[config.mk]
export PLATFORM = sky130hd
export DESIGN_NAME = core_glue_top
export DESIGN_NICKNAME = d
export VERILOG_FILES = /design/src/hdl/av_pkg.sv /design/src/hdl/clk_rst_pkg.sv /design/src/hdl/av_strobe_align.sv /design/src/hdl/core_glue_top.sv /design/src/hdl/game_reset_ctrl.sv /design/src/hdl/pll_lock_monitor.sv
export VERILOG_INCLUDE_DIRS = /design/src /design/src/hdl
export SDC_FILE = /design/constraint.sdc
export NUM_CORES = 1
export LEC_CHECK = 0
export BUFFER_PORTS_ARGS = -buffer_cell sky130_fd_sc_hd__buf_2
export CAP_MARGIN = 40
export CORE_ASPECT_RATIO = 1.5
export CORE_MARGIN = 4
export CORE_UTILIZATION = 43
export DETAILED_ROUTE_END_ITERATION = 6
export MAX_ROUTING_LAYER = met4
export PLACE_DENSITY = 0.85
export SYNTH_ARGS = -nofsm -noshare
export SYNTH_HDL_FRONTEND = slang
export SYNTH_SLANG_ARGS = --single-unit
[constraint.sdc]
create_clock -name clk_sys -period 4.69 [get_ports clk_sys]
set_input_delay 0.938 -clock clk_sys [delete_from_list [all_inputs] [get_ports clk_sys]]
set_output_delay 0.938 -clock clk_sys [all_outputs]
set_load 0.01 [all_outputs]
[src/hdl/core_defs.svh]
////////////////////////////////////////////////////////////////////////////
// Board glue constants, shared by the packages and all RTL modules
// All values are global to the design. No module overrides them
// CORE_PLL_RST_CYCLES must fit in clk_rst_pkg::rst_count_t
////////////////////////////////////////////////////////////////////////////

`ifndef CORE_DEFS_SVH
`define CORE_DEFS_SVH

// PLL reset hold after a lock loss, in clk_sys cycles
`define CORE_PLL_RST_CYCLES 256

// Depth of the game reset release chain
`define CORE_RST_SYNC_STAGES 2

// Signed audio sample width per channel
`define CORE_SND_W 16

// OSD status word
`define CORE_STATUS_W 64
`define CORE_STATUS_RST_BIT 0

`endif

[src/hdl/av_pkg.sv]
////////////////////////////////////////////////////////////////////////////
// Types for the pixel enable and audio capture path
// Samples are signed. A mono core must drive both channels itself
////////////////////////////////////////////////////////////////////////////

`include "core_defs.svh"

package av_pkg;

    // One audio channel as delivered by the game
    typedef logic signed [`CORE_SND_W-1:0] snd_sample_t;

endpackage

[src/hdl/clk_rst_pkg.sv]
////////////////////////////////////////////////////////////////////////////
// Types for the PLL supervisor and the game reset logic
// Widths follow the constants in core_defs.svh
////////////////////////////////////////////////////////////////////////////

`include "core_defs.svh"

package clk_rst_pkg;

    // Hold counter, sized for CORE_PLL_RST_CYCLES minus one
    typedef logic [$clog2(`CORE_PLL_RST_CYCLES)-1:0] rst_count_t;

    // Status vector coming from the OSD
    typedef logic [`CORE_STATUS_W-1:0] status_word_t;

    // One bit per release stage, MSB drives the game reset
    typedef logic [`CORE_RST_SYNC_STAGES-1:0] rst_sync_t;

    // PLL supervisor FSM
    typedef enum logic {
        PLL_RUN  = 1'b0,
        PLL_HOLD = 1'b1
    } pll_state_t;

endpackage

[src/hdl/av_strobe_align.sv]
////////////////////////////////////////////////////////////////////////////
// Pixel-centre enable and stereo sample capture
// pxl1_cen lags its inputs by one cycle
// Audio samples are held until the next game sample strobe
// Both strobes are single-cycle and come from the clk_sys domain
////////////////////////////////////////////////////////////////////////////

`timescale 1ns/1ps

`include "core_defs.svh"

module av_strobe_align (
    input  logic                clk_sys,
    input  logic                sys_rst,
    input  logic                pxl2_cen,
    input  logic                pxl_cen,
    input  av_pkg::snd_sample_t snd_left,
    input  av_pkg::snd_sample_t snd_right,
    input  logic                snd_sample,
    output logic                pxl1_cen,
    output av_pkg::snd_sample_t audio_l,
    output av_pkg::snd_sample_t audio_r
);
    import av_pkg::*;

    snd_sample_t left_q;
    snd_sample_t right_q;

    // Double-rate enable without the single-rate one lands mid pixel
    always_ff @(posedge clk_sys or posedge sys_rst) begin
        if (sys_rst) begin
            pxl1_cen <= 1'b0;
        end else begin
            pxl1_cen <= pxl2_cen & ~pxl_cen;
        end
    end

    ////////////////////////////////////////////////////////////////////////////
    // Audio capture

    always_ff @(posedge clk_sys or posedge sys_rst) begin
        if (sys_rst) begin
            left_q  <= '0;
            right_q <= '0;
        end else if (snd_sample) begin
            left_q  <= snd_left;
            right_q <= snd_right;
        end
    end

    assign audio_l = left_q;
    assign audio_r = right_q;

    ////////////////////////////////////////////////////////////////////////////
    // Checks

    // Back-to-back centre strobes need back-to-back double-rate enables
    a_cen_spacing : assert property (
        @(posedge clk_sys) disable iff (sys_rst)
        pxl1_cen && $past(pxl1_cen) |-> $past(pxl2_cen) && $past(pxl2_cen, 2)
    ) else $error("pxl1_cen repeated without a matching pxl2_cen");

endmodule

[src/hdl/core_glue_top.sv]
////////////////////////////////////////////////////////////////////////////
// Board glue top: PLL supervisor, game reset and A/V strobe logic
// Single clock domain. Every input is assumed synchronous to clk_sys,
// sys_rst excepted, which is asynchronous and active high
// The vendor PLL sits outside and takes pll_rst back
////////////////////////////////////////////////////////////////////////////

`timescale 1ns/1ps

`include "core_defs.svh"

module core_glue_top (
    input  logic                      clk_sys,
    input  logic                      sys_rst,
    // PLL and reset sources
    input  logic                      pll_locked,
    input  clk_rst_pkg::status_word_t status,
    input  logic                      osd_button,
    // Game video enables
    input  logic                      pxl2_cen,
    input  logic                      pxl_cen,
    // Game audio
    input  av_pkg::snd_sample_t       snd_left,
    input  av_pkg::snd_sample_t       snd_right,
    input  logic                      snd_sample,
    // To the PLL and the game
    output logic                      pll_rst,
    output logic                      game_rst,
    output logic                      pxl1_cen,
    output av_pkg::snd_sample_t       audio_l,
    output av_pkg::snd_sample_t       audio_r
);

    ////////////////////////////////////////////////////////////////////////////
    // Clocking and reset

    pll_lock_monitor u_pll_mon (
        .clk_sys    ( clk_sys    ),
        .sys_rst    ( sys_rst    ),
        .pll_locked ( pll_locked ),
        .pll_rst    ( pll_rst    )
    );

    // Sees the raw lock level, so the game stays in reset while unlocked
    game_reset_ctrl u_game_rst (
        .clk_sys    ( clk_sys    ),
        .sys_rst    ( sys_rst    ),
        .status     ( status     ),
        .osd_button ( osd_button ),
        .pll_locked ( pll_locked ),
        .game_rst   ( game_rst   )
    );

    ////////////////////////////////////////////////////////////////////////////
    // Video and audio

    av_strobe_align u_av (
        .clk_sys    ( clk_sys    ),
        .sys_rst    ( sys_rst    ),
        .pxl2_cen   ( pxl2_cen   ),
        .pxl_cen    ( pxl_cen    ),
        .snd_left   ( snd_left   ),
        .snd_right  ( snd_right  ),
        .snd_sample ( snd_sample ),
        .pxl1_cen   ( pxl1_cen   ),
        .audio_l    ( audio_l    ),
        .audio_r    ( audio_r    )
    );

endmodule

[src/hdl/game_reset_ctrl.sv]
////////////////////////////////////////////////////////////////////////////
// Game reset from the system reset, OSD status, user button and PLL lock
// sys_rst sets the reset asynchronously, the other sources on the clock
// Release takes CORE_RST_SYNC_STAGES edges with every request low
////////////////////////////////////////////////////////////////////////////

`timescale 1ns/1ps

`include "core_defs.svh"

module game_reset_ctrl (
    input  logic                      clk_sys,
    input  logic                      sys_rst,
    input  clk_rst_pkg::status_word_t status,
    input  logic                      osd_button,
    input  logic                      pll_locked,
    output logic                      game_rst
);
    import clk_rst_pkg::*;

    rst_sync_t rel_q;
    logic      sync_req;

    // Clocked request sources; the game also waits for a locked PLL
    assign sync_req = status[`CORE_STATUS_RST_BIT] | osd_button | ~pll_locked;

    ////////////////////////////////////////////////////////////////////////////
    // Release chain

    always_ff @(posedge clk_sys or posedge sys_rst) begin
        if (sys_rst) begin
            rel_q <= '1;
        end else if (sync_req) begin
            rel_q <= '1;
        end else begin
            // Zeros walk in from the bottom, one stage per cycle
            rel_q <= rel_q << 1;
        end
    end

    assign game_rst = rel_q[`CORE_RST_SYNC_STAGES-1];

    ////////////////////////////////////////////////////////////////////////////
    // Checks

    // Release only after the request was low on the first and last stage edge
    a_no_early_release : assert property (
        @(posedge clk_sys) disable iff (sys_rst)
        $fell(game_rst) |->
            !$past(sync_req) && !$past(sync_req, `CORE_RST_SYNC_STAGES)
    ) else $error("game_rst released while a reset request was active");

    // A sampled request must show up as game reset one cycle later
    a_req_asserts : assert property (
        @(posedge clk_sys) disable iff (sys_rst)
        sync_req |=> game_rst
    ) else $error("reset request did not assert game_rst");

endmodule

[src/hdl/pll_lock_monitor.sv]
////////////////////////////////////////////////////////////////////////////
// Watches the PLL lock and pulses the PLL reset after a lock loss
// pll_rst stays high for CORE_PLL_RST_CYCLES cycles from the detecting edge
// A further lock loss during the hold starts the count again
// pll_locked is assumed already synchronous to clk_sys
////////////////////////////////////////////////////////////////////////////

`timescale 1ns/1ps

`include "core_defs.svh"

module pll_lock_monitor (
    input  logic clk_sys,
    input  logic sys_rst,
    input  logic pll_locked,
    output logic pll_rst
);
    import clk_rst_pkg::*;

    localparam rst_count_t HOLD_LOAD = rst_count_t'(`CORE_PLL_RST_CYCLES - 1);

    pll_state_t state;
    rst_count_t hold_cnt;
    logic       locked_q;
    logic       lock_lost;

    // Falling edge of lock against the previous sample
    assign lock_lost = locked_q & ~pll_locked;

    ////////////////////////////////////////////////////////////////////////////
    // Supervisor FSM

    always_ff @(posedge clk_sys or posedge sys_rst) begin
        if (sys_rst) begin
            // Starts unlocked so a PLL still settling is not seen as a loss
            locked_q <= 1'b0;
            state    <= PLL_RUN;
            hold_cnt <= '0;
            pll_rst  <= 1'b0;
        end else begin
            locked_q <= pll_locked;
            case (state)
                PLL_RUN: begin
                    if (lock_lost) begin
                        state    <= PLL_HOLD;
                        hold_cnt <= HOLD_LOAD;
                        pll_rst  <= 1'b1;
                    end
                end
                PLL_HOLD: begin
                    if (lock_lost) begin
                        // Restart the full hold
                        hold_cnt <= HOLD_LOAD;
                    end else if (hold_cnt != '0) begin
                        hold_cnt <= hold_cnt - 1'b1;
                    end else begin
                        state   <= PLL_RUN;
                        pll_rst <= 1'b0;
                    end
                end
                default: begin
                    state   <= PLL_RUN;
                    pll_rst <= 1'b0;
                end
            endcase
        end
    end

    ////////////////////////////////////////////////////////////////////////////
    // Checks

    // A hold never ends before CORE_PLL_RST_CYCLES cycles of PLL reset
    a_hold_length : assert property (
        @(posedge clk_sys) disable iff (sys_rst)
        $fell(pll_rst) |-> $past(pll_rst, `CORE_PLL_RST_CYCLES)
    ) else $error("PLL reset hold ended early");

    // A detected loss always leaves the PLL in reset on the next cycle
    a_loss_holds : assert property (
        @(posedge clk_sys) disable iff (sys_rst)
        lock_lost |=> pll_rst && hold_cnt == HOLD_LOAD
    ) else $error("lock loss did not start a full PLL reset hold");

endmodule

After elaboration in Yosys (flattened, before gate mapping)
Index checks and enable logic that the tools add are counted.

word-level totals
  ROM bits = 0
  flip-flop bits (word level) = 46
  output and inout bits = 35
  bits in latches = 0
  input bits = 103
  memories = 0
  word-level logic and storage cells = 36
  RAM bits = 0

operators by class
  div/mod/pow operators = 0
  add/sub/neg operators = 1
  shift operators = 0
  multipliers = 0
  mux-type cells = 13
  bitwise operators = 7
  equality and inequality tests = 4
  magnitude comparators = 0
  reduce and logical (&&, ||, !) cells = 3

operators by type and width
  cell                                                    count
  2-to-1 mux 8 bit                                        3
  case mux 8 bit (2 select lines)                         1
  nonzero test 8 bit                                      1
  subtractor 8 x 1 -> 8 bit (second input constant)       1
  2-to-1 mux 1 bit                                        6
  inequality test 2 bit (second input constant)           2
  case mux 1 bit (2 select lines)                         2
  inequality test 3 bit (second input constant)           1
  inverter 1 bit                                          3
  AND reduction 3 bit                                     1
  bitwise AND 1 bit                                       2
  2-to-1 mux 2 bit                                        1
  inequality test 2 x 1 -> 1 bit (second input constant)  1
  bitwise OR 1 bit                                        2
  AND reduction 2 bit                                     1

Logic depth before layout (Yosys ltp)
Gate-level depths: netlist of run 1.

  depth after elaboration = 4
  depth in mapped cells = 5
  mapped depth without buffers = 5

Hierarchy
From an unflattened synthesis of run 1, not the netlist that was laid out.

unflattened totals
  cell total of the unflattened synthesis = 136
  area, all modules = 2047.0 um^2

modules (own cells, without submodules)
  module            area each (um^2)  seq. area each (um^2)  times used  cells an instance
  av_strobe_align   1380.1            825.8                  1           71
  pll_lock_monitor  591.8             275.3                  1           60
  game_reset_ctrl   75.1              52.6                   1           5

Least setup slack after synthesis of run 1
No wires, ideal clock.

  kind = in2reg
  from = in snd_sample
  to = reg u_av.left_q[7], in the netlist u_av.audio_l[7]
  arrival = 1830 ps
  library setup time = 125 ps
  slack = 2735 ps
  data required time = 4565 ps
  stages = 3
  path buffers = 2
  cell sequence = clkbuf_1 -> buf_1 -> mux2_2

RTL lines
  element               line                   source
  from (decl)           core_glue_top.sv:25    input logic snd_sample,
  to (signal assigned)  av_strobe_align.sv:46  left_q <= snd_left;
  to (decl)             av_strobe_align.sv:26  snd_sample_t left_q;

No word-level cell between the ends.

Final worst setup path of run 1
  from = reg u_game_rst.rel_q[1]
  to = out game_rst

RTL lines
  element                 line                   source
  from (decl)             game_reset_ctrl.sv:21  rst_sync_t rel_q;
  from (signal assigned)  game_reset_ctrl.sv:37  rel_q <= rel_q << 1;
  to (decl)               core_glue_top.sv:28    output logic game_rst,

No word-level cell between the ends.

==> key figures, run 1 <==
Timing
  • Tmin final: between 1.5 and 2 ns
  • Fin crit share: around two fifths
  • RSZ-0062 raised after global routing: false
  • Slew Viols, Final: 0
  • Tightest Pin Transition: a little over 0.7 ns
  • Fmax: approximately 0.54 GHz
  • Final hold viol count: 0
  • Slew HR: 52.8%
  • Setup TNS: 0 ns
  • Final setup skew: roughly 0.0069 ns
  • Final setup violation count: 0

Detailed routing
  • Via-per-instance ratio: 5.23
  • Initial drt markers: 19
  • M1 wire length: between 1 and 1.5 mm
  • Met3 WL: slightly below 300 µm
  • Vias: between 1000 and 1500
  • Number of routed nets with antenna violations: 0
  • Top layer in use: met4
  • DR pass1 iterations: 4
  • Routed wire per std cell: between 10 and 15 µm
  • DRT Wirelength: 3.60 mm
  • Met2 routed WL: 2.00 mm
  • DRC: 0

Finish
  • Commonest non-fill, non-tap cells in the layout: 74 x buf_2, 44 x dfrtp_1, 21 x mux2_2, 11 x mux2_1, 6 x nor2_1
  • Most common cell after layout, fill and taps aside: buf_2
  • Final instance area: around 2400 µm²
  • Sequential Area: 1150 µm²
  • Nets@finish: between 300 and 400
  • Synthesis-to-finish area growth: 29.1%
  • Final Non-Filler Cells: approximately 250
  • Multi-input logic area: around 650 µm²
  • Filler cell count: between 300 and 400
  • N_diodes: 0
  • Layout cells sized above 1: a little over half

Pwr
  • P_int: about 0.67 mW
  • Static Leak: around 1.1 nW
  • Worst VDD drop: 0.284 mV
  • Clock Power Share: between 30 and 40%
  • Flop pwr share: 52.9%
  • Net Sw Power: between 0.2 and 0.25 mW
  • Pwr dens: 371 nW/µm²
  • Switching share of power: around a quarter
  • Combinational share of power: between 10% and 20%

Synthesis
  • Syn Inst Count: roughly 130
  • Ys Warns: 0
  • Synthesis-stage register bit count: 46
  • Mapped Area: about 1800 µm²
  • Async SR Flop Fraction: 100%
  • Main flop type after synthesis: dfrtp_1
  • Synth cell types: 32
  • EDFF count, synth: 0
  • Seq/Total Area, Yosys: 62.8%
  • Post-Syn Nets: about 230
  • Mean Syn Cell Area: roughly 14 µm²

Worst setup path
  • Startpoint Class: flop
  • Reg2reg start: u_pll_mon.hold_cnt[0]
  • CP cell instances: buf_2
  • RR Endpoint: u_pll_mon.hold_cnt[0]
  • Slowest library cell on the worst path: dfstp_2
  • Internal reg-to-reg setup slack: between 2 and 3 ns
  • Critical Path End: game_rst
  • Worst EP arrival: ~0.92 ns
  • Crit path required time: between 3 and 4 ns
  • CP startpoint: u_game_rst.rel_q[1]
  • Worst Path Buf+Inv: 1
  • Max stage delay on crit path: about 0.51 ns
  • Critical Path End Type: primary output
  • Reg2reg path depth: 5
  • Critical-path maximum fanout: 1
  • Delay-heaviest family, CP: flip-flops
  • WP depth: 1
  • WS Path Type: reg2out

Flow run
  • Max_cap viols: 0

Die
  • I/O pins: 138
  • Die Height: between 80 and 90 µm
  • Initial Utilization: roughly 46%
  • Die X: around 61 µm
  • Cell Rows: 28
  • Core Area: 4030 µm²
  • DIE AREA: 5410 µm²

Clock tree
  • H-Tree Depth: 2
  • Clk Latency, worst-skew pair: approximately 0.29 ns
  • Clk sinks: between 40 and 50
  • Bufs on Longest Clock Path: 2
  • Clock root cell: clkbuf_8
  • CTS resizes: 0
  • Post-CTS setup repair buffer count: 0
  • CTS tree: built
  • Hold Buf Count CTS: 0
  • Num CTS Buffers: 5
  • CTS clk-pin slew, worst paths: about 0.08 ns

Placed design
  • Routability cong.: between 0.8 and 0.9
  • Post-placement cell area: 2270 µm²
  • Placed instance count: roughly 240
  • Port bufs: 74
  • DP HPWL: 2.79 mm

Global routing
  • First-pass GRT wire length: roughly 5.7 mm
  • Initial antenna violation count: 0
  • Vias in the first global route: around 1300
  • Total congestion overflow: 0
  • Largest net degree at the start of global routing: 38
  • Total GRT Usage: 14.9%

Hold path
  • Worst hold path class: reg2reg

Status
  • Status: finished clean
==> through the flow <==
step / util, % / power [mW] / hold WS (ns) / setup WS, ns
after floorplan: - / 0.551 / 0.502 / 2.67
after global placement: 55.7 / 0.604 / 0.462 / 2.65
after detailed placement: 56.2 / 0.616 / 0.470 / 2.63
after CTS: 58.9 / 0.898 / 0.489 / 2.81
after global routing: 58.9 / 0.937 / 0.508 / 2.79
final: 58.9 / 0.880 / 0.483 / 2.83
==> power by group through the flow <==
stage	combinational (mW)	clock (mW)	sequential, mW
after floorplan	0.0676	0	0.484
after detailed placement	0.142	0	0.474
final	0.139	0.276	0.466
after global routing	0.156	0.309	0.473
after CTS	0.142	0.290	0.466
after global placement	0.134	0	0.470
==> Yosys cell counts (all sizes together) (2+ instances only) <==
library cell / instances / area [µm²]
a21oi: 3 / 15.0
a31oi: 2 / 12.5
clkbuf: 4 / 15.0
dfrtp: 44 / 1100
dfstp: 2 / 52.6
inv: 4 / 15.0
mux2: 32 / 360
mux2i: 2 / 20.0
nand2: 3 / 11.3
nor2: 6 / 22.5
nor2b: 2 / 12.5
o21ai: 2 / 10.0
o31ai: 3 / 22.5
or4: 3 / 22.5
or4b: 2 / 23.8
==> how the worst min path moves through the flow <==
stage                     cells past startpoint               endpoint             startpoint
final                                         1        u_av.audio_l[4]        u_av.audio_l[4]
after global routing                          1        u_av.audio_l[4]        u_av.audio_l[4]
after CTS                                     1        u_av.audio_l[8]        u_av.audio_l[8]
after detailed placement                      1        u_av.audio_l[8]        u_av.audio_l[8]
after global placement                        1       u_av.audio_r[15]       u_av.audio_r[15]
after floorplan                               1  u_pll_mon.hold_cnt[2]  u_pll_mon.hold_cnt[2]
==> final cells by class <==
type,instances,share of cell area (%)
clock buffer,7,3.22
clock inverter,1,1.27
multi-input combinational,74,27.4
tap,45,2.37
inverter,4,0.633
timing repair buffer,75,16.5
sequential,46,48.6
==> layer usage <==
layer / track usage (%) / vias up
met1: 16.0 / 634
li1: - / 622
met2: 25.8 / 56
met3: 4.57 / 5
met5: - / -
met4: 4.05 / 0
==> sequential cells by signal, summed over array words and instances, names as in the netlist <==
signal and count:
u_av.audio_r 16, u_game_rst.rel_q 2, u_pll_mon.state 1, u_av.pxl1_cen 1
u_pll_mon.locked_q 1, u_av.audio_l 16, u_pll_mon.hold_cnt 8, u_pll_mon.pll_rst 1
==> cell families after synthesis <==
logic type | after synthesis | synth area share, %
DFF | 46 | 62.8
and+or+nand+nor | 25 | 8.44
adders and majority gates | 1 | 0.681
AOI/OAI and AO/OA | 14 | 5.58
buffers and inverters | 9 | 1.84
muxes | 34 | 20.7
Power figures use the tool's default switching activity.
==> run 2, diff against run 1 <==
Settings changed: CORE_UTILIZATION 43 to 40, PLACE_DENSITY 0.85 to 0.8.
Clock period 4.69 ns to 1.9 ns, I/O delays scaled along.
==> run 2 against run 1 <==
Hold slack got worse by 0.45 ns. Sequential share of layout area shrank 0.23 points. Clock skew rose by 0.0044 ns. Clock power increased by 120%. Critical path type is now reg2reg. Largest power group unchanged.
==> key figures, run 2 (same netlist as run 1, synthesis figures left out) <==
Detailed routing
  • DRC: 0
  • Number of routed nets with antenna violations: 0
  • Vias: ~1300
  • Routed wire per std cell: approximately 15 µm
  • Initial drt markers: 43
  • DR pass1 iterations: 4
  • DRT Wirelength: 3.81 mm
  • Via-per-instance ratio: slightly above 5

Timing
  • Slew HR: around two thirds
  • Final setup skew: around 0.011 ns
  • PnR worst setup slack: roughly 0.19 ns
  • Fin crit share: 90.0%
  • Tightest Pin Transition: 0.496 ns
  • RSZ-0062 raised after global routing: false
  • Final hold viol count: 0
  • Setup TNS: 0 ns
  • Fmax: around 0.58 GHz
  • Slew Viols, Final: 0
  • Tmin final: 1.71 ns
  • Final setup violation count: 0

Worst setup path
  • CP startpoint: u_pll_mon.hold_cnt[2]
  • Reg2reg path depth: 3
  • Internal reg-to-reg setup slack: about 0.19 ns
  • Reg2reg start: u_pll_mon.hold_cnt[2]
  • CP cell instances: or4b_4 -> a2111oi_2 -> mux2i_1
  • Critical Path End: u_pll_mon.hold_cnt[5]
  • RR Endpoint: u_pll_mon.hold_cnt[5]
  • Crit path required time: 2.12 ns
  • Worst EP arrival: 1.93 ns
  • Critical Path End Type: flop
  • Critical-path maximum fanout: 6
  • Startpoint Class: flop
  • Slowest library cell on the worst path: or4b_4
  • WS Path Type: reg2reg
  • Max stage delay on crit path: 0.58 ns

Finish
  • Multi-input logic area: between 600 and 700 µm²
  • Synthesis-to-finish area growth: 29.7%
  • Most common cell after layout, fill and taps aside: buf_2
  • Nets@finish: ~310
  • Layout cells sized above 1: approximately 54%
  • Commonest non-fill, non-tap cells in the layout: 74 x buf_2, 44 x dfrtp_1, 21 x mux2_2, 11 x mux2_1, 6 x nor2_1
  • Sequential Area: between 1000 and 1500 µm²
  • Final core utilization: a little over half
  • Filler cell count: 380
  • N_diodes: 0

Clock tree
  • Post-CTS setup repair buffer count: 0
  • CTS clk-pin slew, worst paths: about 0.09 ns
  • CTS tree: built
  • Hold Buf Count CTS: 0
  • H-Tree Depth: 2
  • Clock root cell: clkbuf_8
  • CTS resizes: 0
  • Clk sinks: 46
  • Num CTS Buffers: 5
  • Bufs on Longest Clock Path: 2
  • Clk Latency, worst-skew pair: 0.30 ns

Die
  • I/O pins: roughly 140
  • Core Area: about 4400 µm²
  • Initial Utilization: 42.2%
  • Die X: ~63 µm
  • DIE AREA: between 5000 and 6000 µm²
  • Die Height: just over 90 µm
  • Cell Rows: 29

Placed design
  • DP HPWL: around 2.8 mm
  • Pre-CTS setup slack: 0.133 ns
  • Port bufs: 74
  • Routability cong.: about 0.79

Hold path
  • Worst hold path class: in2async

Pwr
  • Worst VDD drop: between 0.5 and 0.6 mV
  • Static Leak: about 1.1 nW
  • Flop pwr share: 54.9%
  • Clock Power Share: between 20% and 30%
  • P_int: around 1.5 mW
  • Combinational share of power: 16.6%
  • Final Total Pwr: between 2 and 2.5 mW
  • Net Sw Power: 0.567 mW
  • Pwr dens: about 880 nW/µm²
  • Switching share of power: around 27%

Global routing
  • Total GRT Usage: 14.7%
  • Vias in the first global route: 1284
  • Total congestion overflow: 0
  • Initial antenna violation count: 0
  • Largest net degree at the start of global routing: 34
  • First-pass GRT wire length: about 6.5 mm

Flow run
  • Max_cap viols: 0

Status
  • Status: finished clean
-- run 2: cell count changes in the layout (fill, tap and decap cells not counted) --
cell	change
buf_12	+1
o21ai_1	-1
o21ai_2	+1
clkbuf_1	-2
inv_6	+1
bufinv_16	-1
clkinvlp_4	+2
-- run 2: power groups by stage --
stage | clock (mW) | combinational [mW] | sequential [mW]
2_1_floorplan | 0 | 0.167 | 1.19
3_3_place_gp | 0 | 0.346 | 1.16
3_5_place_dp | 0 | 0.356 | 1.17
4_1_cts | 0.628 | 0.356 | 1.15
5_1_grt | 0.681 | 0.385 | 1.17
6_report | 0.596 | 0.348 | 1.15
-- run 2: per-stage QoR --
stage / hold WS, ns / cell area [µm²] / instances
after floorplan: 0.411 / 1840 / 129
after global placement: 0.352 / 2290 / 246
after detailed placement: 0.359 / 2290 / 246
after CTS: 0.0266 / 2380 / 254
after global routing: 0.0387 / 2380 / 254
final: 0.0301 / 2380 / 254
-- run 2: critical path: cells and delay by family, from the launching register on --
| kind | cells | cell delay, ns |
|---|---|---|
| mux | 1 | 0.22 |
| simple gates | 1 | 0.58 |
| flops | 1 | 0.44 |
| compound gates | 1 | 0.41 |
-- run 2: how the worst min path moves through the flow --
stage | startpoint | to | slack, ns
after floorplan | pll_locked | u_pll_mon.locked_q | 0.41
after global placement | sys_rst | u_av.audio_r[6] | 0.35
after detailed placement | sys_rst | u_av.audio_r[6] | 0.36
after CTS | sys_rst | u_av.audio_r[7] | 0.03
after global routing | sys_rst | u_av.audio_r[7] | 0.04
final | sys_rst | u_av.audio_r[7] | 0.03
-- run 2: routing by layer --
| layer | up-vias | wire (µm) | track usage, % |
|---|---|---|---|
| li1 | 618 | - | - |
| met1 | 650 | 1500 | 17.6 |
| met2 | 45 | 2060 | 24.1 |
| met3 | 5 | 206 | 3.83 |
| met4 | 0 | 50 | 4.32 |
| met5 | - | 0 | - |
-- run 2: layout make-up --
class | count | area share, %
flip-flops and latches | 46 | 48.4
clock inverters | 3 | 0.997
clock buffers | 5 | 2.89
inverters | 4 | 0.630
repair buffers | 76 | 17.2
well taps | 46 | 2.41
multi-input cells | 74 | 27.5
==> run 3, diff against run 2 <==
--- a/config.mk
+++ b/config.mk
@@ -9,10 +9,12 @@
 export BUFFER_PORTS_ARGS = -buffer_cell sky130_fd_sc_hd__buf_2
 export CAP_MARGIN = 40
+export CELL_PAD_IN_SITES_DETAIL_PLACEMENT = 1
+export CELL_PAD_IN_SITES_GLOBAL_PLACEMENT = 2
 export CORE_ASPECT_RATIO = 1.5
 export CORE_MARGIN = 4
-export CORE_UTILIZATION = 40
+export CORE_UTILIZATION = 23
 export DETAILED_ROUTE_END_ITERATION = 6
 export MAX_ROUTING_LAYER = met4
-export PLACE_DENSITY = 0.8
+export PLACE_DENSITY_LB_ADDON = 0.1
 export SYNTH_ARGS = -nofsm -noshare
 export SYNTH_HDL_FRONTEND = slang
==> constraint.sdc (replaced) <==
create_clock -name clk_sys -period 1.9 [get_ports clk_sys]
set_input_delay 0.38 -clock clk_sys [delete_from_list [all_inputs] [get_ports clk_sys]]
set_output_delay 0.38 -clock clk_sys [all_outputs]
set_load 0.005 [all_outputs]
==> run 3 against run 2 <==
Final area rose by 5.2%. Power increased by 10%. Combinational power fell by 5.7%. Global-route usage is 4.2 points lower. Clock power increased by 39%. Worst setup slack got worse by 0.012 ns. Critical path type unchanged. Largest cell class unchanged.
==> key figures, run 3 (same netlist as run 1, synthesis figures left out) <==
Status
  • Status: finished clean

Global routing
  • Total congestion overflow: 0
  • Total GRT Usage: between 10% and 20%
  • Largest net degree at the start of global routing: 25
  • First-pass GRT wire length: between 7 and 8 mm
  • Vias in the first global route: ~1500
  • Initial antenna violation count: 0

Pwr
  • Pwr dens: 922 nW/µm²
  • Net Sw Power: roughly 0.56 mW
  • Worst VDD drop: around 0.3 mV
  • Clock Power Share: 35.9%
  • Switching share of power: about a quarter
  • Combinational share of power: 14.2%
  • Static Leak: about 1.1 nW
  • Flop pwr share: between 40% and 50%
  • P_int: approximately 1.8 mW

Timing
  • Slew Viols, Final: 0
  • Final hold viol count: 0
  • Tmin final: 1.72 ns
  • Setup TNS: 0 ns
  • Slew HR: 62.8%
  • Worst Hold Margin: 0.145 ns
  • Fmax: 0.581 GHz
  • RSZ-0062 raised after global routing: false
  • Fin crit share: between 90% and 100%
  • Final setup violation count: 0
  • Final setup skew: around 0.0042 ns
  • PnR worst setup slack: approximately 0.18 ns
  • Tightest Pin Transition: around 0.56 ns

Finish
  • Filler cell count: 870
  • Sequential Area: 1150 µm²
  • Nets@finish: between 300 and 400
  • Synthesis-to-finish area growth: 36.5%
  • Commonest non-fill, non-tap cells in the layout: 74 x buf_2, 44 x dfrtp_1, 21 x mux2_2, 11 x mux2_1, 6 x nor2_1
  • N_diodes: 0
  • Layout cells sized above 1: 52.9%
  • Most common cell after layout, fill and taps aside: buf_2
  • Multi-input logic area: between 600 and 700 µm²

Die
  • Die Height: 117 µm
  • Die X: 81.0 µm
  • I/O pins: approximately 140
  • Cell Rows: 39
  • Core Area: 7710 µm²
  • DIE AREA: ~9500 µm²
  • Initial Utilization: between 20% and 30%

Worst setup path
  • Internal reg-to-reg setup slack: ~0.18 ns
  • RR Endpoint: u_pll_mon.hold_cnt[5]
  • Worst EP arrival: slightly below 2 ns
  • Reg2reg path depth: 3
  • Slowest library cell on the worst path: or4b_4
  • Critical-path maximum fanout: 6
  • Critical Path End Type: flop
  • Startpoint Class: flop
  • WS Path Type: reg2reg
  • Max stage delay on crit path: between 0.5 and 0.6 ns
  • Reg2reg start: u_pll_mon.hold_cnt[2]
  • Crit path required time: 2.11 ns
  • CP startpoint: u_pll_mon.hold_cnt[2]
  • CP cell instances: or4b_4 -> a2111oi_2 -> mux2i_1

Clock tree
  • Num CTS Buffers: 5
  • Clk Latency, worst-skew pair: 0.28 ns
  • Bufs on Longest Clock Path: 2
  • Post-CTS setup repair buffer count: 0
  • CTS resizes: 0
  • CTS clk-pin slew, worst paths: approximately 0.06 ns
  • Clock root cell: clkbuf_16
  • H-Tree Depth: 2
  • CTS tree: built
  • Hold Buf Count CTS: 0
  • Clk sinks: 46

Detailed routing
  • Via-per-instance ratio: approximately 4.3
  • Number of routed nets with antenna violations: 0
  • Routed wire per std cell: around 15 µm
  • Vias: between 1000 and 1500
  • DR pass1 iterations: 2
  • DRT Wirelength: roughly 4.6 mm
  • DRC: 0
  • Initial drt markers: 22

Placed design
  • Port bufs: 74
  • Routability cong.: 0.775
  • DP HPWL: about 3.5 mm
  • Pre-CTS setup slack: 0.167 ns

Hold path
  • Worst hold path class: in2async

Flow run
  • Max_cap viols: 0
## run 3: cell types whose count changed in the layout (fill, tap and decap cells not counted)
cell        previous run  this run
clkbuf_8               5         0
clkbuf_1               0         3
buf_4                  0         2
o21ai_2                1         0
clkbuf_16              0         5
o21ai_1                1         2
inv_6                  1         0
clkinvlp_4             2         0
## run 3: metal layers
layer  GRT usage, %  part of all wire [%]  vias up
met5              -                     0        -
met4           4.44                   2.0        0
met3           2.68                   5.6        7
met2           18.8                    55       41
met1           10.2                    38      666
li1               -                     -      624
## run 3: worst max path at each step
stage	end	slack [ns]	cells past startpoint
2_1_floorplan	u_pll_mon.hold_cnt[5]	0.31	3
3_3_place_gp	u_pll_mon.hold_cnt[0]	0.22	5
3_5_place_dp	u_pll_mon.hold_cnt[5]	0.17	3
4_1_cts	u_pll_mon.hold_cnt[5]	0.16	3
5_1_grt	u_pll_mon.hold_cnt[0]	0.07	5
6_report	u_pll_mon.hold_cnt[5]	0.18	3
## run 3: worst max-delay path: cells and delay by family, from the launching register on
family	cells	cell delay, ns
flip-flops	1	0.44
AO/OA/AOI/OAI	1	0.40
AND/OR/NAND/NOR	1	0.58
multiplexers	1	0.22
## run 3: power groups by stage
| stage | clock [mW] | sequential, mW | combinational [mW] |
|---|---|---|---|
| after floorplan | 0 | 1.17 | 0.167 |
| after global routing | 0.917 | 1.17 | 0.375 |
| final | 0.829 | 1.15 | 0.328 |
| after global placement | 0 | 1.17 | 0.327 |
| after detailed placement | 0 | 1.17 | 0.341 |
| after CTS | 0.884 | 1.16 | 0.341 |
## run 3: cell type report
cell class | instances | share of cell area (%)
flip-flops and latches | 46 | 46.0
multi-input cells | 74 | 25.9
inverters | 4 | 0.599
clock buffers | 8 | 5.44
repair buffers | 78 | 17.0
well taps | 102 | 5.09
## run 3: metrics by stage
step | cells | instance area [µm²] | utilization (%) | total power [mW]
final | 312 | 2510 | 32.5 | 2.31
after global routing | 312 | 2510 | 32.5 | 2.46
after CTS | 312 | 2510 | 32.5 | 2.38
after detailed placement | 304 | 2370 | 30.8 | 1.52
after global placement | 304 | 2370 | 30.8 | 1.49
after floorplan | 129 | 1840 | - | 1.33
